**src/erx_pkg.sv**
```systemverilog
`default_nettype none

package erx_pkg;

   // Transaction packet, field order matches the link format (spare is bit 0)
   typedef struct packed {
      logic [31:0] srcaddr;   // 103:72
      logic [31:0] data;      // 71:40
      logic [31:0] dstaddr;   // 39:8
      logic [3:0]  ctrlmode;  // 7:4
      logic [1:0]  datamode;  // 3:2
      logic        write;     // 1
      logic        spare;     // 0
   } packet_t;

   // Register regions, decoded from mi_addr[11:8]
   typedef enum logic [3:0] {
      REG_CFG = 4'd0,
      REG_DMA = 4'd1,
      REG_MMU = 4'd2
   } region_t;

   typedef enum logic {DEC_IDLE, DEC_BEAT1} dec_state_t;
   typedef enum logic {DMA_IDLE, DMA_RUN} dma_state_t;

   // Register map
   localparam logic [19:0] CFG_ADDR       = 20'h00000;  // Bit 0 rx_enable, bit 1 mmu_enable
   localparam logic [19:0] DMA_DST_ADDR   = 20'h00100;
   localparam logic [19:0] DMA_DATA_ADDR  = 20'h00104;
   localparam logic [19:0] DMA_COUNT_ADDR = 20'h00108;  // Write starts a burst
   localparam logic [19:0] MMU_BASE_ADDR  = 20'h00200;  // Entry i at base + 4*i

   localparam logic [1:0]  DM_WORD = 2'b10;             // 32-bit datamode

   // Translation table
   localparam int MMU_ENTRIES = 16;
   localparam int MMU_AW      = $clog2(MMU_ENTRIES);    // Index from dstaddr[31:28]
   localparam int MMU_TAG_W   = 12;                     // Replaces dstaddr[31:20]

   localparam logic [11:0] RESP_ID = 12'h810;           // Read response tag

   // Receive queues
   localparam int FIFO_DEPTH      = 16;
   localparam int FIFO_AW         = $clog2(FIFO_DEPTH);
   localparam int FIFO_WAIT_LEVEL = 12;                 // Slack for in-flight packets

   function automatic region_t region_of(input logic [19:0] addr);
      return region_t'(addr[11:8]);
   endfunction

endpackage

`default_nettype wire

```
**src/erx_disty.sv**
```systemverilog
`timescale 1ns/1ps
`default_nettype none

module erx_disty
   import erx_pkg::*;
(
   input  logic    rx_lclk_div4,
   input  logic    reset,
   input  logic    emmu_access,
   input  packet_t emmu_packet,
   input  logic    dma_access,
   input  packet_t dma_packet,
   input  logic    wr_fifo_wait,
   input  logic    rd_fifo_wait,
   input  logic    rr_fifo_wait,
   output logic    dma_wait,
   output logic    rxwr_fifo_access,
   output logic    rxrd_fifo_access,
   output logic    rxrr_fifo_access,
   output packet_t fifo_packet,
   output logic    rx_wr_wait,
   output logic    rx_rd_wait
);

   logic    sel_access;  // Something wins the path this cycle
   packet_t sel_packet;
   logic    is_resp;     // Write carrying the response tag

   // Link can't stall, so it always wins
   assign dma_wait   = emmu_access || wr_fifo_wait || rr_fifo_wait;
   assign sel_access = emmu_access || (dma_access && !dma_wait);
   assign sel_packet = emmu_access ? emmu_packet : dma_packet;
   assign is_resp    = sel_packet.write && (sel_packet.dstaddr[31:20] == RESP_ID);

   // Back-pressure to the far end of the link
   assign rx_wr_wait = wr_fifo_wait || rr_fifo_wait;
   assign rx_rd_wait = rd_fifo_wait;

   always_ff @(posedge rx_lclk_div4)
   begin
      if (reset)
      begin
         rxwr_fifo_access <= 1'b0;
         rxrd_fifo_access <= 1'b0;
         rxrr_fifo_access <= 1'b0;
      end
      else
      begin
         rxwr_fifo_access <= sel_access && sel_packet.write && !is_resp;
         rxrd_fifo_access <= sel_access && !sel_packet.write;   // Read request
         rxrr_fifo_access <= sel_access && is_resp;
      end
   end

   always_ff @(posedge rx_lclk_div4)
   begin
      fifo_packet <= sel_packet;   // Shared by all three queues
   end

   queue_strobe_onehot: assert property (@(posedge rx_lclk_div4) disable iff (reset)
      $onehot0({rxwr_fifo_access, rxrd_fifo_access, rxrr_fifo_access}))
      else $error("erx_disty: packet routed to more than one queue");

endmodule

`default_nettype wire

```
**config.mk**
```make
export PLATFORM = sky130hd
export DESIGN_NAME = erx_disty
export DESIGN_NICKNAME = d
export VERILOG_FILES = /design/src/erx_pkg.sv /design/src/erx_disty.sv
export SDC_FILE = /design/constraint.sdc
export NUM_CORES = 1
export LEC_CHECK = 0
export BUFFER_PORTS_ARGS = -buffer_cell sky130_fd_sc_hd__buf_4
export CAP_MARGIN = 20
export CELL_PAD_IN_SITES_DETAIL_PLACEMENT = 1
export CELL_PAD_IN_SITES_GLOBAL_PLACEMENT = 1
export CORE_AREA = 3 3 123 125
export DETAILED_ROUTE_END_ITERATION = 8
export DIE_AREA = 0 0 126 128
export GPL_TIMING_DRIVEN = 0
export HOLD_SLACK_MARGIN = 0.08
export PLACE_DENSITY_LB_ADDON = 0.1
export SYNTH_ARGS = -nofsm -noshare
export SYNTH_HDL_FRONTEND = slang
export SYNTH_SLANG_ARGS = --single-unit
```
**constraint.sdc**
```tcl
create_clock -name rx_lclk_div4 -period 3.5 [get_ports rx_lclk_div4]
set_input_delay 0.35 -clock rx_lclk_div4 [delete_from_list [all_inputs] [get_ports rx_lclk_div4]]
set_output_delay 0.35 -clock rx_lclk_div4 [all_outputs]
set_load 0.05 [all_outputs]
```
# [Yosys cells after proc, flatten, opt, wreduce, memory -nomap -nowiden]
# Index checks and enable logic that the tools add are counted.
[totals] regBits=107 elab_cells=25 inputBits=215
[op_classes] eq_ne=1 reduce_logical=13 n_mux=1
[op_table] cell="two-way mux 104 bit" n=1
[op_table] cell="equality test 12 bit, second input constant" n=1
[op_table] cell="logical AND 1 bit" n=6
[op_table] cell="logical OR 1 bit" n=4
[op_table] cell="zero test 1 bit" n=3

# [Longest topological paths before layout]
[logic_depth] word_depth=7 ltp_mapped=5 depth_no_buf=4

# [Worst setup path after synthesis]
# Ideal clock, no wire load.
[synth_path] kind="input port to output port" startpoint="input port emmu_access" endpoint="output port dma_wait" path_stages=4 n_path_buf=3 path_slack_ps=1743 arrival_time_ps=1407 path_cell_list="buf_6 -> clkbuf_1 -> buf_2 -> or3_1"
[synth_between] elab_chain_cells=2
[synth_rtl] item="start, declared" line_no="erx_disty.sv:9" rtl="input logic emmu_access,"
[synth_rtl] item="logical OR 1 bit (2 in series)" line_no="erx_disty.sv:30" rtl="assign dma_wait = emmu_access || wr_fifo_wait || rr_fifo_wait;"
[synth_rtl] item="end, declared" line_no="erx_disty.sv:16" rtl="output logic dma_wait,"
# Every way passes these cells.

# [Worst setup path after layout]
# Same ends and word-level chain as after synthesis.

==> out/summary.txt <==
wire length per cell = 17.5 µm
sequential share of the synthesized area = 60.9%
crit-path most repeated cell = buf_4
fin. max-slew vios = 0
Max Cap Viol = 0
Int Pwr = 2.22 mW
first-pass GRT wire length = 19,400 µm
Crit Path Class = primary input to output pin
Simple-Gate Fraction of Synth Area = 2.60%
Peak Freq = 483 MHz
vias in the first global route = 3,531
crit-path max FO = 10
CTS clk-pin slew, worst paths = 0.07 ns
critical path's slowest cell = or3_1
I/O pins = 325
switch share = 29.8%
combinational share of power = 26.7%
drt pass-1 iters = 4
Clock power frac = 30.9%
port buffer count = 323
CTS Root Cell = clkbuf_16
number of synthesized flops with an enable pin = 0
Die ar. = 16,100 µm²
Synth Net Count = 458
Synth Area in Compound Gates = 0.605%
Area after DPL = 6170 µm²
Hold Path Class = primary input to flop
Die Height = 128 µm
pwr dens = 490 nW/µm²
Ant. Diodes = 0
slew margin rel. = 67.5%
Mapped Area = 3520 µm²
fin nets = 792
post-detailed-route via-to-cell ratio = 4.16
Setup crit end kind = output pin
initial antenna violation count = 0
RSZ-0062 raised after global routing = false
Hold Crit Start = emmu_packet[18]
Synth area leaders = dfxtp_1, mux2_2, buf_2, nor4b_1, nor3b_1
final WL = 13,300 µm
Avg Cell Area, Syn = 14.5 µm²
XOR/XNOR Fraction of Synth Area = 0%
share of the synthesized area in the top cell type = 60.9%
layout cell share with drive strength beyond 1 = 78.0%
Post-CTS Setup Inserts = 0
final instance area = 6450 µm²
core area = 14,000 µm²
Starting Density = 25.1%
largest area contributor in the netlist = dfxtp_1
via count = 3,168
sequential share of power = 42.4%
row count = 43
Slew @ Worst Pin = 0.487 ns
final hold vios = 0
Hold Path End = fifo_packet[18]
Synth-to-Final Area Change = 83.4%
crit-path cells = buf_4 > buf_6 > clkbuf_1 > buf_2 > or3_1 > buf_4
Synth Register Bits = 107
Leakage = 3.10 nW
# setup viols final = 0
CTS buffer count = 9
worst path arrival time = 1.72 ns
gr usage total = 15.8%
Syn. warnings = 0
fillcell total = 1,529
Post-Synth Adder-Cell Area = 0%
initial detailed-routing violation count = 80
post_cts resized = 0
WP buf/inv = 5
Top FF cell, synth = dfxtp_1
total gr overflow = 0
Worst EP required = 3.15 ns
Synth cell types = 19
CTS sink count = 107
main combinational cell family by area after synthesis = multiplexers
mux cell area share after synthesis = 33.6%
status = completed
Clock Tree Buf Depth = 2
crit path time final = 2.07 ns
DRT antenna net count = 0
total net switching power = 941 µW
hold path cells = 2
largest net degree at the start of global routing = 16
Max stage delay on crit path = 0.39 ns
delay-heaviest family, CP = buffers and inverters
Post-CTS Hold Fix Bufs = 0
post-DP HPWL = 11,100 µm
Max VDD drop = 0.212 mV
routability cong. = 0.816
crit path launch type = primary input
CTS tree = yes
ys async rst share = 0%
Die X = 126 µm
Mapped Cells = 243
H-Tree Depth = 3
fin crit share = 59.2%
DRC Markers = 0
setup TNS = 0 ns
==> metrics by stage <==
step / cells / power, mW / hold WS [ns] / setup slack (ns) / utilization [%]
6_report: 761 / 3.16 / 0.224 / 1.43 / 46.1
5_1_grt: 761 / 3.29 / 0.218 / 1.29 / 46.1
4_1_cts: 761 / 3.21 / 0.210 / 1.36 / 46.1
3_5_place_dp: 746 / 2.22 / 0.580 / 1.37 / 44.1
3_3_place_gp: 746 / 2.21 / 0.576 / 1.39 / 44.1
2_1_floorplan: 243 / 1.84 / 0.495 / 1.74 / -
==> synthesized netlist by cell type (2+ instances only) <==
master and count:
buf_2 10, nor4b_1 2, or3_1 2, mux2_2 104
nor3b_1 2, inv_1 2, dfxtp_1 107, nor2_1 3
==> metal layers <==
| layer | routed length, µm | global-route usage [%] | vias to the layer above |
|---|---|---|---|
| met5 | 0 | 0 | - |
| met4 | 492 | 8.26 | 0 |
| met3 | 1390 | 6.71 | 30 |
| met2 | 7290 | 29.5 | 188 |
| met1 | 4150 | 14.6 | 1439 |
| li1 | - | - | 1511 |
==> state kept, by name, indices dropped and copies added (netlist names) <==
| name | cells |
|---|---|
| fifo_packet | 104 |
| rxrd_fifo_access | 1 |
| rxrr_fifo_access | 1 |
| rxwr_fifo_access | 1 |
==> layout by cell type, fill, tap and decap left out, drive strengths merged, types with 2 or more instances in the layout <==
cell and n:
inv 2, or3 2, nor2 3, nor3b 2
dfxtp 107, nor4b 2, mux2 104, buf 335
clkbuf 15
==> kinds of logic (layout without fill, tap and decap cells) <==
| logic type | count (synthesis) | in the layout |
|---|---|---|
| DFF | 107 | 107 |
| muxes | 105 | 105 |
| buffers and inverters | 15 | 353 |
| and+or+nand+nor | 13 | 13 |
| AOI/OAI and AO/OA | 3 | 3 |
==> worst max-delay path by stage <==
| stage | startpoint | to | cells after the start |
|---|---|---|---|
| 6_report | emmu_access | dma_wait | 6 |
| 5_1_grt | emmu_access | dma_wait | 6 |
| 4_1_cts | emmu_access | dma_wait | 6 |
| 3_5_place_dp | emmu_access | dma_wait | 6 |
| 3_3_place_gp | emmu_access | dma_wait | 6 |
| 2_1_floorplan | emmu_access | dma_wait | 4 |
==> power groups by stage <==
stage,registers [mW],logic (mW),clock network (mW)
4_1_cts,1.34,0.853,1.01
6_report,1.34,0.842,0.975
3_5_place_dp,1.37,0.851,0
2_1_floorplan,1.71,0.134,0
5_1_grt,1.35,0.883,1.06
3_3_place_gp,1.37,0.842,0
==> area by class of cell <==
type | count | area [µm²] | share of cell area (%)
multi-input combinational | 121 | 1290 | 20.1
timing repair buffer | 323 | 2420 | 37.6
buffer | 13 | 72.6 | 1.13
clock buffer | 14 | 274 | 4.25
tap | 180 | 225 | 3.49
inverter | 2 | 7.51 | 0.116
sequential | 107 | 2140 | 33.2
clock inverter | 1 | 7.51 | 0.116
(Power assumes the default switching activity.)
