`src/erx_pkg.sv`:
```
`default_nettype none

package erx_pkg;

   // Transaction packet, field order matches the link format (spare is bit 0)
   typedef struct packed {
      logic [31:0] srcaddr;   // 103:72
      logic [31:0] data;      // 71:40
      logic [31:0] dstaddr;   // 39:8
      logic [3:0]  ctrlmode;  // 7:4
      logic [1:0]  datamode;  // 3:2
      logic        write;     // 1
      logic        spare;     // 0
   } packet_t;

   // Register regions, decoded from mi_addr[11:8]
   typedef enum logic [3:0] {
      REG_CFG = 4'd0,
      REG_DMA = 4'd1,
      REG_MMU = 4'd2
   } region_t;

   typedef enum logic {DEC_IDLE, DEC_BEAT1} dec_state_t;
   typedef enum logic {DMA_IDLE, DMA_RUN} dma_state_t;

   // Register map
   localparam logic [19:0] CFG_ADDR       = 20'h00000;  // Bit 0 rx_enable, bit 1 mmu_enable
   localparam logic [19:0] DMA_DST_ADDR   = 20'h00100;
   localparam logic [19:0] DMA_DATA_ADDR  = 20'h00104;
   localparam logic [19:0] DMA_COUNT_ADDR = 20'h00108;  // Write starts a burst
   localparam logic [19:0] MMU_BASE_ADDR  = 20'h00200;  // Entry i at base + 4*i

   localparam logic [1:0]  DM_WORD = 2'b10;             // 32-bit datamode

   // Translation table
   localparam int MMU_ENTRIES = 16;
   localparam int MMU_AW      = $clog2(MMU_ENTRIES);    // Index from dstaddr[31:28]
   localparam int MMU_TAG_W   = 12;                     // Replaces dstaddr[31:20]

   localparam logic [11:0] RESP_ID = 12'h810;           // Read response tag

   // Receive queues
   localparam int FIFO_DEPTH      = 16;
   localparam int FIFO_AW         = $clog2(FIFO_DEPTH);
   localparam int FIFO_WAIT_LEVEL = 12;                 // Slack for in-flight packets

   function automatic region_t region_of(input logic [19:0] addr);
      return region_t'(addr[11:8]);
   endfunction

endpackage

`default_nettype wire

```
`src/erx_fifo.sv`:
```
`timescale 1ns/1ps
`default_nettype none

// First-word-fall-through queue, head visible while access is high
module erx_fifo
   import erx_pkg::*;
(
   input  logic    rx_lclk_div4,
   input  logic    reset,
   input  logic    wr_en,
   input  packet_t din,
   input  logic    rd_wait,
   output logic    access,
   output packet_t dout,
   output logic    prog_full
);

   packet_t            mem_q [FIFO_DEPTH];
   logic [FIFO_AW-1:0] wr_ptr_q;
   logic [FIFO_AW-1:0] rd_ptr_q;
   logic [FIFO_AW:0]   count_q;    // Occupancy
   logic               full;
   logic               push;
   logic               pop;

   assign full      = (count_q == (FIFO_AW + 1)'(FIFO_DEPTH));
   assign access    = (count_q != '0);
   assign dout      = mem_q[rd_ptr_q];
   assign push      = wr_en && !full;
   assign pop       = access && !rd_wait;
   assign prog_full = (count_q >= (FIFO_AW + 1)'(FIFO_WAIT_LEVEL));

   always_ff @(posedge rx_lclk_div4)
   begin
      if (reset)
      begin
         wr_ptr_q <= '0;
         rd_ptr_q <= '0;
         count_q  <= '0;
      end
      else
      begin
         if (push)
            wr_ptr_q <= wr_ptr_q + 1'b1;   // Wraps, depth is a power of two
         if (pop)
            rd_ptr_q <= rd_ptr_q + 1'b1;
         count_q <= count_q + (FIFO_AW + 1)'(push) - (FIFO_AW + 1)'(pop);
      end
   end

   always_ff @(posedge rx_lclk_div4)
   begin
      if (push)
         mem_q[wr_ptr_q] <= din;
   end

   // Wait level must leave room for the packets still in the pipeline
   no_write_when_full: assert property (@(posedge rx_lclk_div4) disable iff (reset)
      wr_en |-> !full)
      else $error("erx_fifo: write into full queue, packet dropped");

endmodule

`default_nettype wire

```
`config.mk`:
```
export PLATFORM = sky130hd
export DESIGN_NAME = erx_fifo
export DESIGN_NICKNAME = d
export VERILOG_FILES = /design/src/erx_pkg.sv /design/src/erx_fifo.sv
export SDC_FILE = /design/constraint.sdc
export NUM_CORES = 1
export LEC_CHECK = 0
export BUFFER_PORTS_ARGS = -buffer_cell sky130_fd_sc_hd__clkbuf_2
export CAP_MARGIN = 25
export CORE_MARGIN = 3
export CORE_UTILIZATION = 35
export DETAILED_ROUTE_END_ITERATION = 10
export GPL_TIMING_DRIVEN = 0
export RECOVER_POWER = 100
export SKIP_LAST_GASP = 1
export SLEW_MARGIN = 30
export SYNTH_ARGS = -nofsm -noshare
export SYNTH_HDL_FRONTEND = slang
export SYNTH_SLANG_ARGS = --single-unit
export TNS_END_PERCENT = 30
```
`constraint.sdc`:
```
create_clock -name rx_lclk_div4 -period 26 [get_ports rx_lclk_div4]
set_input_delay 5.2 -clock rx_lclk_div4 [delete_from_list [all_inputs] [get_ports rx_lclk_div4]]
set_output_delay 5.2 -clock rx_lclk_div4 [all_outputs]
set_load 0.05 [all_outputs]
```
* Word-level counts from Yosys, hierarchy flattened *
Memory sizes are Yosys's and may differ from the RTL's. A register that Yosys moved wholly into a read port is not among the register bits.
Cells that the tools add are included.

word-level totals
  output and inout port bits = 106
  memory bits (writable) = 1664
  memories = 1
  flip-flop bits (word level) = 13

memory list
  name   words  width  read ports  clocked after Yosys merged registers in  wr ports  line            text
  mem_q  16     104    1           1                                        1         erx_fifo.sv:18  packet_t mem_q [FIFO_DEPTH];

operators by class
  eq/ne operators = 1
  add/subtract/negate cells = 4
  reductions and logical operators = 5
  $lt $le $gt $ge = 1
  multiplexer cells = 4

operator list
  kind                                                                   count
  4-bit by 1-bit adder with 4-bit output, second input constant          2
  4-bit two-way mux                                                      2
  5-bit by 1-bit adder with 5-bit output                                 1
  5-bit == test, second input constant                                   1
  5-bit by 4-bit >= comparator with 1-bit output, second input constant  1
  5-bit nonzero test                                                     1
  5-bit by 1-bit subtractor with 5-bit output                            1
  1-bit logical AND                                                      2
  1-bit zero test                                                        2
  1-bit two-way mux                                                      2

* Depth between registers and ports, before layout *
  depth in word-level cells = 5
  mapped depth = 13

* Worst setup path before layout *
No wires, ideal clock.

  kind = in2reg
  from = input wr_en
  to = memory mem_q[0][0] (netlist bit) (enable)
  arrival = 15.206 ns
  stages on the path = 2
  data required time = 25.177 ns
  path buffers = 0
  setup slack = 9.972 ns
  library setup time = 0.823 ns
  cells stage by stage = nand2_1 nor4_1

on the way
  longest elaborated chain between the ends = 3

ends and longest elaborated chain
  element                                  line            text
  from (decl)                              erx_fifo.sv:10  input logic wr_en,
  1-bit logical AND                        erx_fifo.sv:29  assign push = wr_en && !full;
  1-bit two-way mux                        erx_fifo.sv:53  if (push)
  1-bit two-way mux (not written as such)  erx_fifo.sv:54  mem_q[wr_ptr_q] <= din;
  to (decl)                                erx_fifo.sv:18

Every way passes these cells.

* Worst setup path in the final report *
  from = input wr_en
  to = memory mem_q[7][71] (netlist bit) (enable)

Same word-level chain as after synthesis.

==> results.sh <==
export IMPL_outcome="finished, violations left"
export IMPL_violated_checks="max-capacitance violations, max-slew violations"
export IMPL_cp_end_kind="flip-flop"
export IMPL_clk_pin_slew_worst_paths_ns=0.06
export IMPL_netlist_cell_type_count=32
export IMPL_fin_crit_sh_pct=42.3
export IMPL_critical_path_reg2reg_startpoint="count_q[2]"
export IMPL_drt_iter0_markers=3355
export IMPL_fin_worst_skew_ns=0.0280
export IMPL_tightest_slew_ns=2.73
export IMPL_crit_path_start_kind="input port"
export IMPL_core_area_sq_um=179000
export IMPL_synthesis_instances=2647
export IMPL_dieWidth_um=430
export IMPL_cts_htree_levels=4
export IMPL_post_synthesis_sequential_area_ratio_pct=79.8
export IMPL_grt_max_degree=34
export IMPL_cellPowerDensity_nw_per_um2=96.7
export IMPL_post_synth_instance_area_sq_um=63000
export IMPL_rsz0062_at_grt="false"
export IMPL_die_height_um=430
export IMPL_rr_endpoint="mem_q[7][71]"
export IMPL_drc=0
export IMPL_worst_reg2reg_setup_slack_ns=18.73
export IMPL_maxCapViolations=33
export IMPL_path_delay_family="buffers and inverters"
export IMPL_cts_max_path_buffers=3
export IMPL_cts_tree="built"
export IMPL_power_static_leakage_nw=21.8
export IMPL_clock_sinks=1681
export IMPL_finalWeightedCongestion=0.697
export IMPL_ys_async_sr_fraction_pct=0
export IMPL_critical_path_slowest_cell="clkbuf_1"
export IMPL_p_total_mw=7.02
export IMPL_report_final_slew_viol_count=899
export IMPL_initial_utilization_pct=35.3
export IMPL_post_synth_cell_area_avg_sq_um=23.8
export IMPL_report_final_setup_viol=0
export IMPL_die_area_sq_um=185000
export IMPL_length_in_cells_of_the_worst_reg_to_reg_path=8
export IMPL_launching_element_of_the_worst_setup_path="wr_en"
export IMPL_layout_cells_most_common_list="edfxtp_1, clkbuf_1, mux4_2, a22oi_1, clkbuf_16"
export IMPL_final_period_minus_worst_setup_slack_ns=11.00
export IMPL_antenna_violating_nets_post_route=0
export IMPL_clk_latency_ns=0.79
export IMPL_max_stage_delay_ns=1.80
export IMPL_timing_fmax_mhz=90.9
export IMPL_criticalPathCategory="in2reg"
export IMPL_post_cts_setup_buffer_count=0
export IMPL_p_seq_share_pct=44.1
export IMPL_fillCellCount=15800
export IMPL_cell_internal_pwr_mw=4.96
export IMPL_post_route_cells_drive_above_1_share_pct=21.4
export IMPL_min_delay_start="wr_ptr_q[1]"
export IMPL_vdd_ir_drop_max_v=0.0000604
export IMPL_number_of_antenna_violations_at_the_first_check_in_global_routing=35
export IMPL_place_hpwl_mm=102
export IMPL_firstDrtPassIters=5
export IMPL_io_buffers=213
export IMPL_numCtsBuffers=164
export IMPL_post_cts_resized=0
export IMPL_critical_path_top_cell_by_count="clkbuf_1"
export IMPL_cp_cell_sequence="clkbuf_1 > nand2_1 > nor3b_1 > and2_0 > clkbuf_1 > clkbuf_1"
export IMPL_num_nets_final=3322
export IMPL_max_slew_headroom_pct=-82.0
export IMPL_synth_ff_latch_count=1681
export IMPL_arrival_ns=11.35
export IMPL_netSwitchingPower_mw=2.06
export IMPL_fin_hold_ws_ns=0.527
export IMPL_pin_count=214
export IMPL_mostFrequentLayoutCell="edfxtp_1"
export IMPL_pwr_share_comb_pct=23.3
export IMPL_grt_pass1_wl_mm=227
export IMPL_route_detailed_wl_per_inst_um=27.8
export IMPL_mappedNetlistNets=2769
export IMPL_switching_share_pct=29.4
export IMPL_ys_flop_type="edfxtp_1"
export IMPL_routed_wire_length_mm=158
export IMPL_crit_buf_inv=3
export IMPL_postCtsHoldBufs=0
export IMPL_p_clk_share_pct=32.7
export IMPL_route_vias_total=30100
export IMPL_clock_root_buffer="clkbuf_16"
export IMPL_rows=155
export IMPL_dr_vias_cell=5.28
export IMPL_hold_viol=0
export IMPL_timing_hold_worst_path_depth=2
export IMPL_synth_edff_count=1664
export IMPL_critical_path_peak_fanout=27
export IMPL_grt_pass1_vias=31400
export IMPL_layout_area_overhead_vs_synth_pct=15.2
export IMPL_hold_class="reg2reg"
export IMPL_critPathCapture="mem_q[7][71]"
export IMPL_grt_usage_pct=17.0
export IMPL_grt_overflow_total=0
export IMPL_yosysWarningCount=0
export IMPL_data_required_time_of_the_critical_path_ns=26.35
export IMPL_path_depth=6
[layer usage]
| layer | routed length [um] | GRT usage, % |
|---|---|---|
| met4 | 3640 | 4.70 |
| met2 | 77900 | 28.0 |
| met5 | 50 | 0 |
| met3 | 10600 | 3.56 |
| met1 | 66000 | 23.1 |
[logic make-up after synthesis]
kind of cell,share of synthesized area (%)
AOI/OAI and AO/OA,2.56
xor gates and xnor gates,0.111
adders and majority gates,0.290
buffers and inverters,1.31
DFF,79.8
muxes,14.9
and+or+nand+nor,1.06
[worst register-to-register path, stage by stage, from the launching register on]
cell and delay (ns):
dfxtp_1 0.39, inv_1 0.08, ha_1 0.21, nand4bb_1 0.21
nand2_1 0.26, nor3b_1 0.39, and2_0 1.70, clkbuf_1 1.81
clkbuf_1 1.73
[flip-flops by register name, summed over array words and instances (netlist names), named ones only]
name	cells
wr_ptr_q	4
mem_q	1664
count_q	5
rd_ptr_q	4
[how the worst min path moves through the flow]
| stage | endpoint |
|---|---|
| floorplan | wr_ptr_q[1] |
| global placement | wr_ptr_q[1] |
| detailed placement | wr_ptr_q[1] |
| CTS | wr_ptr_q[1] |
| global route | wr_ptr_q[1] |
| finish | wr_ptr_q[1] |
[cell usage after synthesis, types with 5 or more instances]
library cell	number	area, sq um
a22oi_1	208	1560
and2_1	9	56.3
buf_1	10	37.5
buf_2	31	155
buf_6	24	270
clkbuf_1	73	274
dfxtp_1	17	340
edfxtp_1	1664	50000
ha_1	13	163
inv_1	15	56.3
mux4_2	416	9370
nand2_1	107	402
nor2_1	17	63.8
xnor2_1	5	43.8
[layout make-up]
type | instances | area (sq um) | share of cell area, %
Tap cell | 2355 | 2950 | 4.06
Multi-Input combinational cell | 809 | 11900 | 16.4
Antenna cell | 9 | 22.5 | 0.0310
Inverter | 15 | 56.3 | 0.0776
Clock buffer | 197 | 4280 | 5.90
Clock inverter | 102 | 846 | 1.17
Timing Repair Buffer | 387 | 1470 | 2.02
Sequential cell | 1681 | 50300 | 69.3
Buffer | 142 | 763 | 1.05
[per-stage QoR]
stage / setup TNS [ns] / area [sq um] / util [%] / std cells / worst slack [ns]
final: 0 / 72600 / 40.6 / 5697 / 15.00
after global routing: 0 / 72600 / 40.6 / 5691 / 14.61
after CTS: 0 / 74300 / 41.6 / 5688 / 16.61
after detailed placement: 0 / 69200 / 38.7 / 5389 / 17.43
after global placement: -1271.49 / 67000 / 37.5 / 5215 / -3.19
after floorplan: 0 / 63000 / - / 2647 / 9.97
[power groups by stage]
stage / registers, mW / logic (mW) / clock network, mW
after floorplan: 3.17 / 1.18 / 0
after global placement: 3.21 / 1.67 / 0
after detailed placement: 3.15 / 1.71 / 0
after CTS: 3.09 / 1.72 / 2.34
after global routing: 3.10 / 1.75 / 2.45
final: 3.09 / 1.64 / 2.29
(Power assumes the default switching activity.)
