**src/erx_pkg.sv**
```systemverilog
`default_nettype none

package erx_pkg;

   // Transaction packet, field order matches the link format (spare is bit 0)
   typedef struct packed {
      logic [31:0] srcaddr;   // 103:72
      logic [31:0] data;      // 71:40
      logic [31:0] dstaddr;   // 39:8
      logic [3:0]  ctrlmode;  // 7:4
      logic [1:0]  datamode;  // 3:2
      logic        write;     // 1
      logic        spare;     // 0
   } packet_t;

   // Register regions, decoded from mi_addr[11:8]
   typedef enum logic [3:0] {
      REG_CFG = 4'd0,
      REG_DMA = 4'd1,
      REG_MMU = 4'd2
   } region_t;

   typedef enum logic {DEC_IDLE, DEC_BEAT1} dec_state_t;
   typedef enum logic {DMA_IDLE, DMA_RUN} dma_state_t;

   // Register map
   localparam logic [19:0] CFG_ADDR       = 20'h00000;  // Bit 0 rx_enable, bit 1 mmu_enable
   localparam logic [19:0] DMA_DST_ADDR   = 20'h00100;
   localparam logic [19:0] DMA_DATA_ADDR  = 20'h00104;
   localparam logic [19:0] DMA_COUNT_ADDR = 20'h00108;  // Write starts a burst
   localparam logic [19:0] MMU_BASE_ADDR  = 20'h00200;  // Entry i at base + 4*i

   localparam logic [1:0]  DM_WORD = 2'b10;             // 32-bit datamode

   // Translation table
   localparam int MMU_ENTRIES = 16;
   localparam int MMU_AW      = $clog2(MMU_ENTRIES);    // Index from dstaddr[31:28]
   localparam int MMU_TAG_W   = 12;                     // Replaces dstaddr[31:20]

   localparam logic [11:0] RESP_ID = 12'h810;           // Read response tag

   // Receive queues
   localparam int FIFO_DEPTH      = 16;
   localparam int FIFO_AW         = $clog2(FIFO_DEPTH);
   localparam int FIFO_WAIT_LEVEL = 12;                 // Slack for in-flight packets

   function automatic region_t region_of(input logic [19:0] addr);
      return region_t'(addr[11:8]);
   endfunction

endpackage

`default_nettype wire

```
**src/erx_ifs.sv**
```systemverilog
`timescale 1ns/1ps
`default_nettype none

// Register bus shared by the config, MMU and DMA blocks
interface mi_if;

   logic        en;     // Access strobe
   logic        we;     // Write when high, read when low
   logic [19:0] addr;
   logic [31:0] din;

   // Top level drives the bus
   modport master (
      output en,
      output we,
      output addr,
      output din
   );

   // Register blocks decode their own region
   modport slave (
      input en,
      input we,
      input addr,
      input din
   );

endinterface

`default_nettype wire

```
**src/erx_dma.sv**
```systemverilog
`timescale 1ns/1ps
`default_nettype none

// Local write generator, one word packet per accepted cycle
module erx_dma
   import erx_pkg::*;
(
   input  logic        rx_lclk_div4,
   input  logic        reset,
   mi_if.slave         mi,
   input  logic        dma_wait,
   output logic        dma_access,
   output packet_t     dma_packet,
   output logic [31:0] mi_dout
);

   dma_state_t  state_q;
   logic [31:0] dst_q;     // Next destination
   logic [31:0] data_q;    // Next data word
   logic [31:0] count_q;   // Packets left
   logic        mi_wr;
   logic        take;      // Packet accepted this cycle

   assign mi_wr      = mi.en && mi.we && (region_of(mi.addr) == REG_DMA);
   assign dma_access = (state_q == DMA_RUN);
   assign take       = dma_access && !dma_wait;

   always_comb
   begin
      dma_packet          = '0;       // srcaddr, ctrlmode, spare zero
      dma_packet.write    = 1'b1;
      dma_packet.datamode = DM_WORD;
      dma_packet.dstaddr  = dst_q;
      dma_packet.data     = data_q;
   end

   always_ff @(posedge rx_lclk_div4)
   begin
      if (reset)
      begin
         state_q <= DMA_IDLE;
         count_q <= 32'd0;
      end
      else if (mi_wr && (mi.addr == DMA_COUNT_ADDR))
      begin
         count_q <= mi.din;   // New burst, restarts a running one
         state_q <= (mi.din != 32'd0) ? DMA_RUN : DMA_IDLE;
      end
      else if (take)
      begin
         count_q <= count_q - 32'd1;
         if (count_q == 32'd1)
            state_q <= DMA_IDLE;   // Last one gone
      end
   end

   always_ff @(posedge rx_lclk_div4)
   begin
      if (mi_wr && (mi.addr == DMA_DST_ADDR))
         dst_q <= mi.din;
      else if (take)
         dst_q <= dst_q + 32'd4;   // Next word address
      if (mi_wr && (mi.addr == DMA_DATA_ADDR))
         data_q <= mi.din;
      else if (take)
         data_q <= data_q + 32'd1;
   end

   // Readback is the remaining count
   always_ff @(posedge rx_lclk_div4)
   begin
      if (mi.en && !mi.we)
         mi_dout <= count_q;
   end

endmodule

`default_nettype wire

```
**src/flat_wrapper.sv**
```systemverilog
// flat-port wrapper written by rule: the top's interface ports become plain ports
module erx_dma_flat import erx_pkg::*;
  (rx_lclk_div4, reset, dma_wait, dma_access, dma_packet, mi_dout, mi_en, mi_we, mi_addr, mi_din);
  mi_if mi_i ();
  input  logic rx_lclk_div4;
  input  logic reset;
  input  logic dma_wait;
  output logic dma_access;
  output packet_t dma_packet;
  output logic [31:0] mi_dout;
  input wire logic [$bits(mi_i.en)-1:0] mi_en;
  input wire logic [$bits(mi_i.we)-1:0] mi_we;
  input wire logic [$bits(mi_i.addr)-1:0] mi_addr;
  input wire logic [$bits(mi_i.din)-1:0] mi_din;
  assign mi_i.en = mi_en;
  assign mi_i.we = mi_we;
  assign mi_i.addr = mi_addr;
  assign mi_i.din = mi_din;
  erx_dma u_core (.rx_lclk_div4(rx_lclk_div4), .reset(reset), .mi(mi_i), .dma_wait(dma_wait), .dma_access(dma_access), .dma_packet(dma_packet), .mi_dout(mi_dout));
endmodule
```
**config.mk**
```make
export PLATFORM = sky130hd
export DESIGN_NAME = erx_dma_flat
export DESIGN_NICKNAME = d
export VERILOG_FILES = /design/src/erx_pkg.sv /design/src/erx_ifs.sv /design/src/erx_dma.sv /design/src/flat_wrapper.sv
export SDC_FILE = /design/constraint.sdc
export NUM_CORES = 1
export LEC_CHECK = 0
export BUFFER_PORTS_ARGS = -buffer_cell sky130_fd_sc_hd__buf_2
export CAP_MARGIN = 20
export CELL_PAD_IN_SITES_DETAIL_PLACEMENT = 1
export CELL_PAD_IN_SITES_GLOBAL_PLACEMENT = 1
export CORE_ASPECT_RATIO = 0.9
export CORE_MARGIN = 4
export CORE_UTILIZATION = 25
export DETAILED_ROUTE_END_ITERATION = 10
export PLACE_DENSITY_LB_ADDON = 0.2
export SKIP_LAST_GASP = 1
export SLEW_MARGIN = 5
export SYNTH_ARGS = -nofsm -noshare
export SYNTH_HDL_FRONTEND = slang
export SYNTH_SLANG_ARGS = --single-unit
```
**constraint.sdc**
```tcl
create_clock -name rx_lclk_div4 -period 3.1 [get_ports rx_lclk_div4]
set_input_delay 0.155 -clock rx_lclk_div4 [delete_from_list [all_inputs] [get_ports rx_lclk_div4]]
set_output_delay 0.155 -clock rx_lclk_div4 [all_outputs]
set_load 0.01 [all_outputs]
```
# Yosys cells after proc, flatten, opt, wreduce, memory -nomap -nowiden
# Index checks and enable logic that the tools add are counted.
[totals] regBits=129 output_inout_bits=137 wordCells=38
[classes] n_addsub=3 n_eq_ne=5 muxes=10 reduce_logical=15
[op_table] operator="32-bit 2-to-1 mux" n=6
[op_table] operator="20-bit by 9-bit equality test with 1-bit output, second input constant" n=3
[op_table] operator="32-bit by 1-bit adder with 32-bit output, second input constant" n=1
[op_table] operator="32-bit by 3-bit adder with 32-bit output, second input constant" n=1
[op_table] operator="32-bit by 1-bit equality test with 1-bit output, second input constant" n=1
[op_table] operator="32-bit nonzero test" n=1
[op_table] operator="32-bit by 1-bit subtractor with 32-bit output, second input constant" n=1
[op_table] operator="2-bit nonzero test" n=4
[op_table] operator="1-bit logical AND" n=7
[op_table] operator="4-bit by 1-bit equality test with 1-bit output, second input constant" n=1
[op_table] operator="1-bit 2-to-1 mux" n=4
[op_table] operator="1-bit zero test" n=2
[op_table] operator="2-bit AND reduction" n=1

# Longest topological paths before layout
[logic_depth] depth_word=5 mapped_depth=7 ltp_nobuf=7

# Least setup slack after synthesis
# Ideal clock, no wire load.
[synth_path] path_type="in2reg" from="in mi_addr[14]" to="reg u_core.dst_q[10] (enable)" setup_ns=0.387 arrival_ns=2.241 t_required_ns=2.713 path_slack_ns=0.472 stages=5 n_path_buf=2 path_cell_list="or4_1 or4_1 clkbuf_1 clkbuf_1 nand2_1"
[synth_between] elab_chain_len=3
[synth_rtl] element="from (decl)" line_no="flat_wrapper.sv:13" text="input wire logic [$bits(mi_i.addr)-1:0] mi_addr;"
[synth_rtl] element="20-bit by 9-bit equality test with 1-bit output" line_no="erx_dma.sv:59" text="if (mi_wr && (mi.addr == DMA_DST_ADDR))"
[synth_rtl] element="1-bit logical AND" line_no="erx_dma.sv:59"
[synth_rtl] element="2-bit nonzero test (no line)"
[synth_rtl] element="to (signal assigned)" line_no="erx_dma.sv:60" text="dst_q <= mi.din;"
[synth_rtl] element="to (signal assigned)" line_no="erx_dma.sv:62" text="dst_q <= dst_q + 32'd4;"
[synth_rtl] element="to (decl)" line_no="erx_dma.sv:18" text="logic [31:0] dst_q;"
# No other way between the ends.
# A chain may end at the register's enable or synchronous reset.

# Final worst setup path
[layout_path] from="reg u_core.data_q[7]" to="reg u_core.data_q[29] (data pin)"
[layout_between] elab_chain_len=3
[layout_rtl] element="from (decl)" line_no="erx_dma.sv:19" text="logic [31:0] data_q;"
[layout_rtl] element="from (signal assigned)" line_no="erx_dma.sv:64" text="data_q <= mi.din;"
[layout_rtl] element="from (signal assigned)" line_no="erx_dma.sv:66" text="data_q <= data_q + 32'd1;"
[layout_rtl] element="32-bit by 1-bit adder with 32-bit output" line_no="erx_dma.sv:66"
[layout_rtl] element="32-bit 2-to-1 mux" line_no="erx_dma.sv:65" text="else if (take)"
[layout_rtl] element="32-bit 2-to-1 mux" line_no="erx_dma.sv:63" text="if (mi_wr && (mi.addr == DMA_DATA_ADDR))"
# No other way between the ends. The select of a mux whose other input is x is not followed.

==> impl_metrics.ini <==
[power]
comb_power_share_pct = 3.9
power_frac_clock_pct = 50.5
p_switching_uw = 969
max-vdd-ir-drop_uv = 344
leakagePower_nw = 3.01
p_sw_share_pct = 23.9
power.density_nw_per_um2 = 471
internal-power_mw = 3.08
p_seq_share_pct = 45.6

[yosys]
synth_async_sr_flop_share_pct = 0
syn_area_sq_um = 6960
syn_area_per_cell_sq_um = 10.1
syn_inst = 689
yosysWarnings = 0
ys_types = 45
ys_seq_elements = 129
synth_ff_type = edfxtp_1
synth_edf_count = 96
ys_seq_area_share_pct = 50.9

[floorplanning]
die-area_sq_um = 30600
core_area_sq_um = 27200
die_y_microns = 166
core.rowCount = 57
start_util_pct = 25.6
die_w_microns = 184
io_pins = 194

[clock_tree]
cts_tree = built
h-tree-depth = 4
root_buffer = clkbuf_16
cts.sinks = 129
post_cts_buffers = 0
clkTransAtPathRegs_ns = 0.06
insertion_delay_ns = 0.43
clockBufferDepth = 2
cts_hold_buf = 0
cts.repair.resized = 0
numCtsBuffers = 17

[sta]
fin_skew_ns = 0.0113
slew_headroom_pct = 37.6
fin_crit_sh_pct = 77.9
setup_ws_ns = 0.686
rsz0062_at_grt = no
setup_viol = 0
tns_ns = 0
worstMarginPinSlew_ns = 0.933
fmax_ghz = 0.414
hold_viol_final = 0
min_period_ns = 2.41
slew_viol_final = 0

[routing]
via_count = 5752
first_pass_iters = 4
vias_per_cell = 4.75
drt_iter0_markers = 338
drc = 0
antenna_left = 0
wl_microns = 24100
drt-wirelength-per-cell_microns = 19.9

[cells_and_area]
fillCellCount = 3134
drive_above_1_share_pct = 24.6
antenna_cells = 0
multi_input_area_sq_um = 3110
ff_latch_area_sq_um = 3540
area_delta_synth_final_pct = 23.6
fin_nets = 906
layout_commonest_cell = buf_2
layout_common_cells = 153 x buf_2, 102 x nor2_1, 96 x edfxtp_1

[worst_setup_path]
worst-path-max-fanout = 14
reg2reg_from = u_core.data_q[7]
crit_type = flip-flop to flip-flop
arrival_ns = 2.57
startpoint = u_core.data_q[7]
crit_required_ns = 3.25
cp-start-kind = flip-flop
cp-end-kind = flip-flop

[hold_path]
hp-start = mi_din[9]
hold_path_class = input pin to flip-flop

[global_route]
grt_pass1_vias = 5909
antenna_found_initial = 0
grt_pass1_wl_microns = 36400
track_usage_pct = 15.5
grt_max_degree = 64
grt_overflow = 0

[status]
status = completed

[placed_design]
dp_slack_ns = 0.696
gp_congestion = 0.767
dp_hpwl_microns = 17700
port_buffers = 153

[run]
cap_violations = 0
-- critical path: stages, from the launching register on --
cell	delay [ns]
edfxtp_1	0.45
nand4_1	0.28
or4_1	0.73
nor4_1	0.42
xnor2_1	0.17
a21oi_1	0.08
-- power groups by stage --
stage | registers (mW) | logic [mW] | clock network (mW)
after detailed placement | 1.89 | 0.156 | 0
after floorplan | 1.89 | 0.0770 | 0
after CTS | 1.85 | 0.157 | 2.10
after global placement | 1.89 | 0.157 | 0
final | 1.85 | 0.156 | 2.05
after global routing | 1.85 | 0.166 | 2.17
-- flip-flops by register name (all words and copies together), names as in the netlist --
signal             count
u_core.count_q        32
u_core.mi_dout        32
u_core.data_q         32
u_core.dst_q          32
u_core.dma_access      1
-- cell families (layout without fill, tap and decap cells) --
group / after synthesis / count (layout) / synth area share [%]
compound gates: 94 / 94 / 8.02
xor+xnor: 89 / 89 / 11.2
fa+ha+maj: 4 / 4 / 0.719
buf+inv: 78 / 209 / 6.42
flops: 129 / 129 / 50.9
mux: 2 / 2 / 0.306
other cells: 2 / 40 / 0.108
simple gates: 291 / 291 / 22.3
-- cell usage after synthesis, types with 3 or more instances --
cell	instances	area share, %
and4_1	5	0.63
clkbuf_1	25	1.3
nor4_2	3	0.54
dfxtp_1	33	9.5
nor3_1	22	1.6
or3_1	5	0.45
xnor2_1	43	5.4
nor2_1	102	5.5
xor2_1	46	5.8
nand4b_1	7	0.88
and2_1	5	0.45
edfxtp_1	96	41
and3_1	9	0.81
inv_1	8	0.43
a21oi_1	52	3.7
ha_1	4	0.72
nand3b_1	3	0.32
nand3_1	21	1.5
or4_1	7	0.76
buf_4	40	4.3
a211oi_1	31	3.3
nor4_1	21	1.9
buf_2	3	0.22
nor2b_1	4	0.36
nand2_1	36	1.9
o21ai_1	8	0.58
nand4_1	26	2.3
-- routing by layer --
layer / share of wire, % / up-vias / global-route usage (%)
met4: 1.4 / 0 / 4.15
met3: 5.0 / 16 / 3.20
met1: 50 / 2820 / 22.9
met2: 43 / 173 / 22.8
li1: - / 2743 / -
met5: 0 / - / 0
-- final cells by class --
type                            instances  share of cell area (%)
Sequential cell                       129                    41.2
Multi-Input combinational cell        520                    36.2
Clock inverter                         14                    1.83
Tap cell                              354                    5.15
Clock buffer                           18                    4.99
Timing Repair Buffer                  169                    10.3
Inverter                                8                   0.349
-- metrics by stage --
| stage | utilization [%] | total power, mW | hold slack, ns | cells | instance area [sq um] |
|---|---|---|---|---|---|
| final | 31.7 | 4.05 | 0.0768 | 1212 | 8600 |
| after global routing | 31.7 | 4.19 | 0.0871 | 1212 | 8600 |
| after CTS | 31.7 | 4.10 | 0.0817 | 1212 | 8600 |
| after detailed placement | 29.5 | 2.04 | 0.481 | 1180 | 8010 |
| after global placement | 29.5 | 2.04 | 0.467 | 1180 | 8010 |
| after floorplan | - | 1.97 | 0.299 | 727 | 7100 |
-- worst paths after layout --
check                            end  cells after the start  slack (ns)
hold reg to reg   u_core.mi_dout[31]                      0        0.49
setup / recovery   u_core.data_q[29]                      5        0.69
hold / removal     u_core.count_q[9]                      3        0.08
setup reg to reg   u_core.data_q[29]                      5        0.69
No activity file was read; power rests on OpenSTA's default activity.
