<file path="src/erx_pkg.sv">
`default_nettype none

package erx_pkg;

   // Transaction packet, field order matches the link format (spare is bit 0)
   typedef struct packed {
      logic [31:0] srcaddr;   // 103:72
      logic [31:0] data;      // 71:40
      logic [31:0] dstaddr;   // 39:8
      logic [3:0]  ctrlmode;  // 7:4
      logic [1:0]  datamode;  // 3:2
      logic        write;     // 1
      logic        spare;     // 0
   } packet_t;

   // Register regions, decoded from mi_addr[11:8]
   typedef enum logic [3:0] {
      REG_CFG = 4'd0,
      REG_DMA = 4'd1,
      REG_MMU = 4'd2
   } region_t;

   typedef enum logic {DEC_IDLE, DEC_BEAT1} dec_state_t;
   typedef enum logic {DMA_IDLE, DMA_RUN} dma_state_t;

   // Register map
   localparam logic [19:0] CFG_ADDR       = 20'h00000;  // Bit 0 rx_enable, bit 1 mmu_enable
   localparam logic [19:0] DMA_DST_ADDR   = 20'h00100;
   localparam logic [19:0] DMA_DATA_ADDR  = 20'h00104;
   localparam logic [19:0] DMA_COUNT_ADDR = 20'h00108;  // Write starts a burst
   localparam logic [19:0] MMU_BASE_ADDR  = 20'h00200;  // Entry i at base + 4*i

   localparam logic [1:0]  DM_WORD = 2'b10;             // 32-bit datamode

   // Translation table
   localparam int MMU_ENTRIES = 16;
   localparam int MMU_AW      = $clog2(MMU_ENTRIES);    // Index from dstaddr[31:28]
   localparam int MMU_TAG_W   = 12;                     // Replaces dstaddr[31:20]

   localparam logic [11:0] RESP_ID = 12'h810;           // Read response tag

   // Receive queues
   localparam int FIFO_DEPTH      = 16;
   localparam int FIFO_AW         = $clog2(FIFO_DEPTH);
   localparam int FIFO_WAIT_LEVEL = 12;                 // Slack for in-flight packets

   function automatic region_t region_of(input logic [19:0] addr);
      return region_t'(addr[11:8]);
   endfunction

endpackage

`default_nettype wire

</file>
<file path="src/erx_ifs.sv">
`timescale 1ns/1ps
`default_nettype none

// Register bus shared by the config, MMU and DMA blocks
interface mi_if;

   logic        en;     // Access strobe
   logic        we;     // Write when high, read when low
   logic [19:0] addr;
   logic [31:0] din;

   // Top level drives the bus
   modport master (
      output en,
      output we,
      output addr,
      output din
   );

   // Register blocks decode their own region
   modport slave (
      input en,
      input we,
      input addr,
      input din
   );

endinterface

`default_nettype wire

</file>
<file path="src/erx_cfg.sv">
`timescale 1ns/1ps
`default_nettype none

module erx_cfg
   import erx_pkg::*;
(
   input  logic        rx_lclk_div4,
   input  logic        reset,
   mi_if.slave         mi,
   input  logic [31:0] mmu_dout,
   input  logic [31:0] dma_dout,
   output logic [31:0] mi_dout,
   output logic        rx_enable,
   output logic        mmu_enable
);

   logic [1:0]  cfg_q;        // {mmu_enable, rx_enable}
   logic [31:0] cfg_dout_q;   // Config readback word
   region_t     rd_region_q;  // Region of the pending read
   logic        cfg_wr;
   logic        mi_rd;

   assign cfg_wr = mi.en && mi.we && (mi.addr == CFG_ADDR);
   assign mi_rd  = mi.en && !mi.we;

   assign rx_enable  = cfg_q[0];
   assign mmu_enable = cfg_q[1];

   always_ff @(posedge rx_lclk_div4)
   begin
      if (reset)
         cfg_q <= 2'b00;          // Link and translation off
      else if (cfg_wr)
         cfg_q <= mi.din[1:0];
   end

   // Remember who answers the read
   always_ff @(posedge rx_lclk_div4)
   begin
      if (reset)
         rd_region_q <= REG_CFG;
      else if (mi_rd)
         rd_region_q <= region_of(mi.addr);
   end

   always_ff @(posedge rx_lclk_div4)
   begin
      if (mi_rd)
         cfg_dout_q <= {30'd0, cfg_q};
   end

   // Read data mux, all sources already registered
   always_comb
   begin
      case (rd_region_q)
         REG_CFG: mi_dout = cfg_dout_q;
         REG_DMA: mi_dout = dma_dout;
         REG_MMU: mi_dout = mmu_dout;
         default: mi_dout = 32'd0;   // Unmapped region
      endcase
   end

endmodule

`default_nettype wire

</file>
<file path="src/flat_wrapper.sv">
// flat-port wrapper written by rule: the top's interface ports become plain ports
module erx_cfg_flat import erx_pkg::*;
  (rx_lclk_div4, reset, mmu_dout, dma_dout, mi_dout, rx_enable, mmu_enable, mi_en, mi_we, mi_addr, mi_din);
  mi_if mi_i ();
  input  logic rx_lclk_div4;
  input  logic reset;
  input  logic [31:0] mmu_dout;
  input  logic [31:0] dma_dout;
  output logic [31:0] mi_dout;
  output logic rx_enable;
  output logic mmu_enable;
  input wire logic [$bits(mi_i.en)-1:0] mi_en;
  input wire logic [$bits(mi_i.we)-1:0] mi_we;
  input wire logic [$bits(mi_i.addr)-1:0] mi_addr;
  input wire logic [$bits(mi_i.din)-1:0] mi_din;
  assign mi_i.en = mi_en;
  assign mi_i.we = mi_we;
  assign mi_i.addr = mi_addr;
  assign mi_i.din = mi_din;
  erx_cfg u_core (.rx_lclk_div4(rx_lclk_div4), .reset(reset), .mi(mi_i), .mmu_dout(mmu_dout), .dma_dout(dma_dout), .mi_dout(mi_dout), .rx_enable(rx_enable), .mmu_enable(mmu_enable));
endmodule
</file>
<file path="config.mk">
export PLATFORM = sky130hd
export DESIGN_NAME = erx_cfg_flat
export DESIGN_NICKNAME = d
export VERILOG_FILES = /design/src/erx_pkg.sv /design/src/erx_ifs.sv /design/src/erx_cfg.sv /design/src/flat_wrapper.sv
export SDC_FILE = /design/constraint.sdc
export NUM_CORES = 1
export LEC_CHECK = 0
export ABC_AREA = 1
export BUFFER_PORTS_ARGS = -buffer_cell sky130_fd_sc_hd__buf_2
export CORE_MARGIN = 2
export CORE_UTILIZATION = 29
export DETAILED_ROUTE_END_ITERATION = 10
export PLACE_DENSITY = 0.86
export SLEW_MARGIN = 30
export SYNTH_ARGS = -nofsm -noshare
export SYNTH_HDL_FRONTEND = slang
export SYNTH_SLANG_ARGS = --single-unit
</file>
<file path="constraint.sdc">
create_clock -name rx_lclk_div4 -period 2.2 [get_ports rx_lclk_div4]
set_input_delay 0.33 -clock rx_lclk_div4 [delete_from_list [all_inputs] [get_ports rx_lclk_div4]]
set_output_delay 0.33 -clock rx_lclk_div4 [all_outputs]
set_load 0.005 [all_outputs]
</file>
Word-level counts from Yosys, hierarchy flattened
Index checks and enable logic that the tools add are counted.

word-level totals
  memories = 0
  bits of input ports = 120
  memory bits (read-only) = 0
  latch bits = 0
  memory bits (writable) = 0
  word-level logic and storage cells = 12
  output and inout bits = 34
  flip-flop bits (word level) = 8

operators by class
  reduce and logical (&&, ||, !) cells = 6
  muxes and demuxes = 1
  div/mod/pow operators = 0
  shift operators = 0
  add/sub/neg operators = 0
  magnitude comparators = 0
  multiply operators = 0
  eq/ne operators = 2
  bitwise operators = 0

operators with widths
  cell                                            number
  case mux 32 bit (3 select lines)                1
  zero test 20 bit                                1
  == test 4 x 1 -> 1 bit (second input constant)  1
  == test 4 x 2 -> 1 bit (second input constant)  1
  zero test 4 bit                                 1
  logical AND 1 bit                               3
  zero test 1 bit                                 1

Longest topological paths before layout
Gate-level depths: netlist (run 1).

  word-level depth = 2
  gate-level depth with buffers = 8
  gate-level depth less buffers = 8

Least setup slack after synthesis (run 1)
No wires, ideal clock.

  kind = register to output
  start = register u_core.rd_region_q[2]
  end = output mi_dout[10]
  path slack = 0.984 ns
  data required time = 1.870 ns
  buffers on the path = 1
  arrival time = 0.886 ns
  cell stages (with the launch flop) = 5
  cell sequence = dfxtp_1 -> nor2_4 -> nand3_1 -> buf_2 -> o22ai_1

between the ends
  cells in the longest elaborated chain, start to end = 2
  elaborated cells on any way between the ends = 4
  those cells by class = eq/ne: 2; mux: 1; reduce/logical: 1

RTL lines
  element                                         RTL line           source
  start: declaration                              erx_cfg.sv:19      region_t rd_region_q;
  start signal: assignment                        erx_cfg.sv:43      rd_region_q <= region_of(mi.addr);
  == test 4 x 2 -> 1 bit (tied with other cells)  erx_cfg.sv:55      case (rd_region_q)
  case mux 32 bit (3 select lines) (*)            erx_cfg.sv:55
  end: declaration                                flat_wrapper.sv:9  output logic [31:0] mi_dout;

Mark *: on every way between the ends. The rest lies on a longest branch, timed or not.

Final worst setup path (run 1)
  start = register u_core.rd_region_q[2]
  end = output mi_dout[0]

The elaborated chain is that of the path after synthesis.

==> flow_summary.yaml, run 1 <==
cells_and_area:
  area_taken_by_multi_input_logic_gates_sq_um: 407
  drive_above_1_share_pct: 46.0
  synthToLayoutAreaGrowth_pct: 75.3
  num-nets-final: 406
  diodes: 0
  regArea_sq_um: 180
  fill_cells: 302
sta:
  tightestPinTransition_ns: 0.318
  post-route-min-period_ns: 1.99
  maxSlewViolCount: 0
  max_slew_margin_pct: 78.8
  max_clock_freq_ghz: 0.503
  post-route-period-util_pct: 90.4
  final.setup.tns_ns: 0
  unrepaired_setup_endpoints_after_global_routing: "no"
  finalHoldViolCount: 0
  finalSetupViolCount: 0
  fin_skew_ns: 0.00250
routing:
  drtPass1Iterations: 4
  route.final.wire_length_microns: 2780
  vias_per_cell: 4.31
  remaining_drc_errors: 0
  avgRoutedWirePerCell_microns: 8.75
  ant_nets: 0
  drtIter0Drc: 63
  dr_total_vias: 1369
die:
  die_width_microns: 59.3
  placementRows: 20
  placeableCoreArea_sq_um: 2980
  floorplan.die_area_sq_um: 3520
  fp.dieH_microns: 59.3
  io-pin-count: 154
  start_util_pct: 29.8
yosys:
  post_synth_and_or_nand_nor_area_fraction_pct: 19.3
  syn_avg_cell_area_sq_um: 5.48
  synth-seq-area-share_pct: 20.3
  synth_top_family_by_area: "buffers and inverters"
  number_of_nets_in_the_synthesized_netlist: 282
  yosys.area.top_type_share_pct: 30.5
  yosysWarningCount: 0
  synth_top_cell_by_area: "sky130_fd_sc_hd__inv_1"
  netlist_area_sq_um: 887
  syn_inst: 162
  synthTopCellsByArea: "sky130_fd_sc_hd__inv_1, sky130_fd_sc_hd__o22ai_1, sky130_fd_sc_hd__dfxtp_1, sky130_fd_sc_hd__nor2_1, sky130_fd_sc_hd__edfxtp_1"
  synth_mux_area_share_pct: 0
  post_synth_num_cell_types: 15
  yosys_register_bits: 8
  synth-compound-area-share_pct: 26.5
  post_synth_xor_area_fraction_pct: 0
  post_synth_fa_ha_maj_area_fraction_pct: 0
min_path:
  worstHoldPathType: "input pin to flop"
  timing.hold.worst_path_depth: 3
critical_path:
  r2r-end: "u_core.rd_region_q[3]"
  startpoint: "u_core.rd_region_q[2]"
  critical_path.slowest_cell: "sky130_fd_sc_hd__dfxtp_1"
  critical_path.cell_chain: "nor2_4, nand3_2, buf_4, o221ai_1, buf_2"
  cp.required_ns: 1.87
  worst-endpoint-arrival_ns: 1.66
  rrSetupSlack_ns: 1.53
  r2r_start: "u_core.rd_region_q[3]"
  critical_path.max_fanout: 19
  worst_r2r_path_depth: 2
  startpoint_type: "flop"
  end_kind: "primary output"
  timing.critical_path.to: "mi_dout[0]"
  cp_slowest_stage_delay_ns: 0.33
  worstSetupPathType: "flop to primary output"
clock_tree:
  clk_latency_ns: 0.25
  tritoncts: "built"
  post_cts_resized: 0
  clock_sink_count: 8
  number_of_levels_the_h_tree_was_split_into: 1
  post-cts-setup-buffer-count: 0
  holdBufCountCts: 0
  clock-root-buffer: "sky130_fd_sc_hd__clkbuf_4"
  cts_made_buffers: 3
  clkSlewWorstSetupHoldPaths_ns: 0.06
  clk_path_buf_depth: 2
placed_design:
  gp_routability_congestion: 0.742
  hpwl_microns: 2320
  port_buffers: 123
pwr:
  cellPowerDensity_nw_per_um2: 321
  power.leakage_nw: 1.12
  worst_ir_drop_vdd_mv: 0.289
  post-layout-total-power_mw: 0.499
grt:
  antenna_violations_before_repair: 0
  grt_start_max_net_pins: 33
  wire_length_of_the_first_global_routing_pass_microns: 3770
  via_count_of_the_first_global_routing_pass: 979
  grt_use_total_pct: 13.4
  grt-ovfl-total: 0
job:
  number_of_max_capacitance_violations_reported: 0
outcome:
  outcome: "finished, final reports clean"
==> cell usage after synthesis <==
cell type and instances:
sky130_fd_sc_hd__edfxtp_1 2, sky130_fd_sc_hd__o21ai_0 4, sky130_fd_sc_hd__nor2_4 1, sky130_fd_sc_hd__nand4_1 2
sky130_fd_sc_hd__o22ai_1 30, sky130_fd_sc_hd__nand2_1 10, sky130_fd_sc_hd__dfxtp_1 6, sky130_fd_sc_hd__nand3_1 1
sky130_fd_sc_hd__inv_1 72, sky130_fd_sc_hd__nor2_1 21, sky130_fd_sc_hd__a21oi_1 2, sky130_fd_sc_hd__o221ai_1 2
sky130_fd_sc_hd__nand3_2 2, sky130_fd_sc_hd__buf_2 6, sky130_fd_sc_hd__or2_0 1
==> per-layer routing <==
layer	part of all wire [%]	up-vias	GRT usage [%]
li1	-	738	-
met1	40	556	14.2
met2	49	73	26.5
met3	11	2	2.18
met4	0.14	0	3.90
met5	0	-	0
==> registers in the layout, indices dropped and copies added, names as in the netlist <==
| register | flops |
|---|---|
| u_core.cfg_q | 2 |
| u_core.rd_region_q | 4 |
| u_core.cfg_dout_q | 2 |
==> report_power, final <==
part / switching (mW) / leakage (nW) / internal [mW] / total [mW]
Combinational: 0.0998 / 1.03 / 0.119 / 0.219
Clock: 0.0505 / 0.0150 / 0.0694 / 0.120
Sequential: 0.00402 / 0.0686 / 0.156 / 0.161
Total: 0.154 / 1.12 / 0.345 / 0.499
==> worst max-delay path, delay by kind of cell (launching register included) <==
family,cells,cell delay (ns)
buffers and inverters,2,0.46
and+or+nand+nor,2,0.41
DFF,1,0.33
AOI/OAI and AO/OA,1,0.20
==> per-stage QoR <==
step	hold slack, ns	setup WS [ns]	utilization [%]	instance area (sq um)	std cells
final	0.321	0.211	52.2	1560	318
after CTS	0.319	0.208	52.2	1560	318
after floorplan	0.454	0.984	-	887	162
after global routing	0.322	0.102	52.2	1560	318
after detailed placement	0.449	0.490	51.3	1530	314
after global placement	0.449	0.526	51.3	1530	314
==> how the worst min path moves through the flow <==
| stage | startpoint | slack, ns | endpoint |
|---|---|---|---|
| CTS | mi_din[1] | 0.32 | u_core.cfg_q[1] |
| global route | mi_din[1] | 0.32 | u_core.cfg_q[1] |
| finish | mi_din[1] | 0.32 | u_core.cfg_q[1] |
| detailed placement | u_core.cfg_q[0] | 0.45 | u_core.cfg_dout_q[0] |
| floorplan | u_core.cfg_q[0] | 0.45 | u_core.cfg_dout_q[0] |
| global placement | u_core.cfg_q[0] | 0.45 | u_core.cfg_dout_q[0] |
==> layout make-up <==
class,instances,area share (%)
timing repair buffer,125,40.5
multi-input combinational,76,26.1
inverter,72,17.4
sequential,8,11.6
tap,33,2.65
clock buffer,4,1.69
==> cell families (layout without fill, tap and decap cells) <==
group / after synthesis / after routing
DFF: 8 / 8
buffers and inverters: 78 / 201
and+or+nand+nor: 38 / 38
AOI/OAI and AO/OA: 38 / 38
==> cells in the final DEF (no fill, tap or decap), types with 2 or more instances in the layout <==
cell | netlist | layout
sky130_fd_sc_hd__buf_2 | 6 | 123
sky130_fd_sc_hd__inv_1 | 72 | 72
sky130_fd_sc_hd__o22ai_1 | 30 | 30
sky130_fd_sc_hd__nor2_1 | 21 | 21
sky130_fd_sc_hd__nand2_1 | 10 | 10
sky130_fd_sc_hd__dfxtp_1 | 6 | 6
sky130_fd_sc_hd__o21ai_0 | 4 | 4
sky130_fd_sc_hd__clkbuf_4 | 0 | 3
sky130_fd_sc_hd__nand3_2 | 2 | 2
sky130_fd_sc_hd__nand4_1 | 2 | 2
sky130_fd_sc_hd__o221ai_1 | 2 | 2
sky130_fd_sc_hd__a21oi_1 | 2 | 2
sky130_fd_sc_hd__buf_4 | 0 | 2
sky130_fd_sc_hd__edfxtp_1 | 2 | 2
Note: power is estimated with default switching activity, not from simulation.
==> run 2: changes to the inputs <==
--- a/config.mk
+++ b/config.mk
@@ -8,9 +8,9 @@
 export ABC_AREA = 1
 export BUFFER_PORTS_ARGS = -buffer_cell sky130_fd_sc_hd__buf_2
 export CORE_MARGIN = 2
-export CORE_UTILIZATION = 29
+export CORE_UTILIZATION = 24
 export DETAILED_ROUTE_END_ITERATION = 10
-export PLACE_DENSITY = 0.86
+export PLACE_DENSITY = 0.76
 export SLEW_MARGIN = 30
 export SYNTH_ARGS = -nofsm -noshare
 export SYNTH_HDL_FRONTEND = slang
==> constraint.sdc (replaced) <==
create_clock -name rx_lclk_div4 -period 1.6 [get_ports rx_lclk_div4]
set_input_delay 0.08 -clock rx_lclk_div4 [delete_from_list [all_inputs] [get_ports rx_lclk_div4]]
set_output_delay 0.08 -clock rx_lclk_div4 [all_outputs]
set_load 0.005 [all_outputs]
==> run 2 against run 1 <==
Effect of this change: sequential share of layout area decreased by 0.27 points; clock-buffer cell count unchanged; register-to-register slack got worse by 0.60 ns; total power increased by 54%; combinational power increased by 38%; sequential power increased by 38%; hold slack got worse by 0.23 ns; non-clock buffer count unchanged; first-iteration DRC count decreased by 75%; worst setup slack got worse by 0.083 ns; wire length increased by 3.6%; final area increased by 2.4%; highest routed layer is now met3.
==> flow_summary.yaml, run 2 (synthesized netlist as in run 1, its figures left out) <==
clock_tree:
  clk_path_buf_depth: 2
  tritoncts: "built"
  clock_sink_count: 8
  clock-root-buffer: "sky130_fd_sc_hd__clkbuf_8"
  clk_latency_ns: 0.22
  cts_made_buffers: 3
  number_of_levels_the_h_tree_was_split_into: 1
  post-cts-setup-buffer-count: 0
  post_cts_resized: 0
  clkSlewWorstSetupHoldPaths_ns: 0.04
  holdBufCountCts: 0
critical_path:
  worstSetupPathType: "flop to primary output"
  critical_path.slowest_cell: "sky130_fd_sc_hd__dfxtp_1"
  startpoint_type: "flop"
  crit_buf_inv: 2
  critical_path.cell_chain: "nor2_4, nand3_2, buf_4, o22ai_1, buf_2"
  cp.required_ns: 1.52
  worst-endpoint-arrival_ns: 1.39
  critical_path.max_fanout: 32
  crit_family: "buffers and inverters"
  end_kind: "primary output"
  cp_slowest_stage_delay_ns: 0.33
grt:
  antenna_violations_before_repair: 0
  grt_start_max_net_pins: 33
  via_count_of_the_first_global_routing_pass: 1125
  wire_length_of_the_first_global_routing_pass_microns: 4440
  grt_use_total_pct: 12.6
  grt-ovfl-total: 0
pwr:
  cellPowerDensity_nw_per_um2: 483
  worst_ir_drop_vdd_mv: 0.528
  power.leakage_nw: 1.12
cells_and_area:
  layout_common_cells: "sky130_fd_sc_hd__buf_2, sky130_fd_sc_hd__inv_1, sky130_fd_sc_hd__o22ai_1"
  regArea_sq_um: 180
  drive_above_1_share_pct: 46.0
  largest_register_by_flop_count: "u_core.rd_region_q"
  fill_cells: 382
  largest_register_ff_count: 4
  diodes: 0
  finish.cell_count_without_fillers: 333
  area_taken_by_multi_input_logic_gates_sq_um: 407
  final_common_cell: "sky130_fd_sc_hd__buf_2"
  synthToLayoutAreaGrowth_pct: 79.5
  largestRegisters: "u_core.rd_region_q: 4 flops, u_core.cfg_dout_q: 2 flops, u_core.cfg_q: 2 flops"
  num-nets-final: 406
die:
  io-pin-count: 154
  start_util_pct: 24.6
  die_width_microns: 64.8
  placeableCoreArea_sq_um: 3610
  fp.dieH_microns: 64.8
  floorplan.die_area_sq_um: 4200
  placementRows: 22
routing:
  ant_nets: 0
  dr_total_vias: 1372
  route.final.wire_length_microns: 2880
  drtPass1Iterations: 4
  avgRoutedWirePerCell_microns: 8.66
  drtIter0Drc: 16
  vias_per_cell: 4.12
  remaining_drc_errors: 0
sta:
  post-route-min-period_ns: 1.47
  post-route-period-util_pct: 91.9
  final.setup.tns_ns: 0
  finalSetupViolCount: 0
  max_clock_freq_ghz: 0.680
  fin_skew_ns: 0.000149
  max_slew_margin_pct: 75.8
  finalHoldViolCount: 0
  unrepaired_setup_endpoints_after_global_routing: "no"
  tightestPinTransition_ns: 0.361
  maxSlewViolCount: 0
placed_design:
  dp_cells: 329
  gp_routability_congestion: 0.693
  hpwl_microns: 2400
  port_buffers: 123
outcome:
  outcome: "finished, final reports clean"
min_path:
  worstHoldPathType: "input pin to flop"
job:
  number_of_max_capacitance_violations_reported: 0
run 2: worst min-delay path, stage by stage:
cell,delay (ns)
sky130_fd_sc_hd__buf_2,0.07
sky130_fd_sc_hd__nor2_1,0.03
sky130_fd_sc_hd__nor2_1,0.09
run 2: area by class of cell:
class	instances	share of cell area, %
Clock buffer	4	2.83
Inverter	72	17.0
Multi-Input combinational cell	76	25.5
Sequential cell	8	11.3
Tap cell	48	3.77
Timing Repair Buffer	125	39.6
run 2: path summary, 6_finish.rpt:
path              slack, ns                  start  cells after the start                    end
setup reg to reg       0.93  u_core.rd_region_q[3]                      2  u_core.rd_region_q[3]
hold / removal         0.09              mi_din[0]                      3        u_core.cfg_q[0]
setup / recovery       0.13  u_core.rd_region_q[2]                      5            mi_dout[15]
hold reg to reg        0.47        u_core.cfg_q[0]                      0   u_core.cfg_dout_q[0]
run 2: report_power, final:
part           switching (mW)  internal (mW)
Sequential            0.00558          0.216
Combinational           0.139          0.164
Clock                  0.0719          0.172
Total                   0.217          0.552
run 2: routing by layer:
metal / up-vias / track usage, % / wire, microns
met5: - / 0 / 0
met4: 0 / 1.60 / 0
met3: 0 / 2.43 / 352
met2: 74 / 25.5 / 1440
met1: 557 / 13.5 / 1090
li1: 741 / - / -
run 2: stage by stage:
step / power [mW] / cell area (sq um) / worst slack, ns / hold WS (ns) / utilization [%]
floorplan: 0.357 / 887 / 0.634 / 0.215 / -
global placement: 0.525 / 1550 / 0.403 / 0.312 / 42.9
detailed placement: 0.530 / 1550 / 0.380 / 0.316 / 42.9
CTS: 0.780 / 1590 / 0.124 / 0.0839 / 44.2
global route: 0.828 / 1590 / 0.0305 / 0.113 / 44.2
finish: 0.769 / 1590 / 0.129 / 0.0900 / 44.2
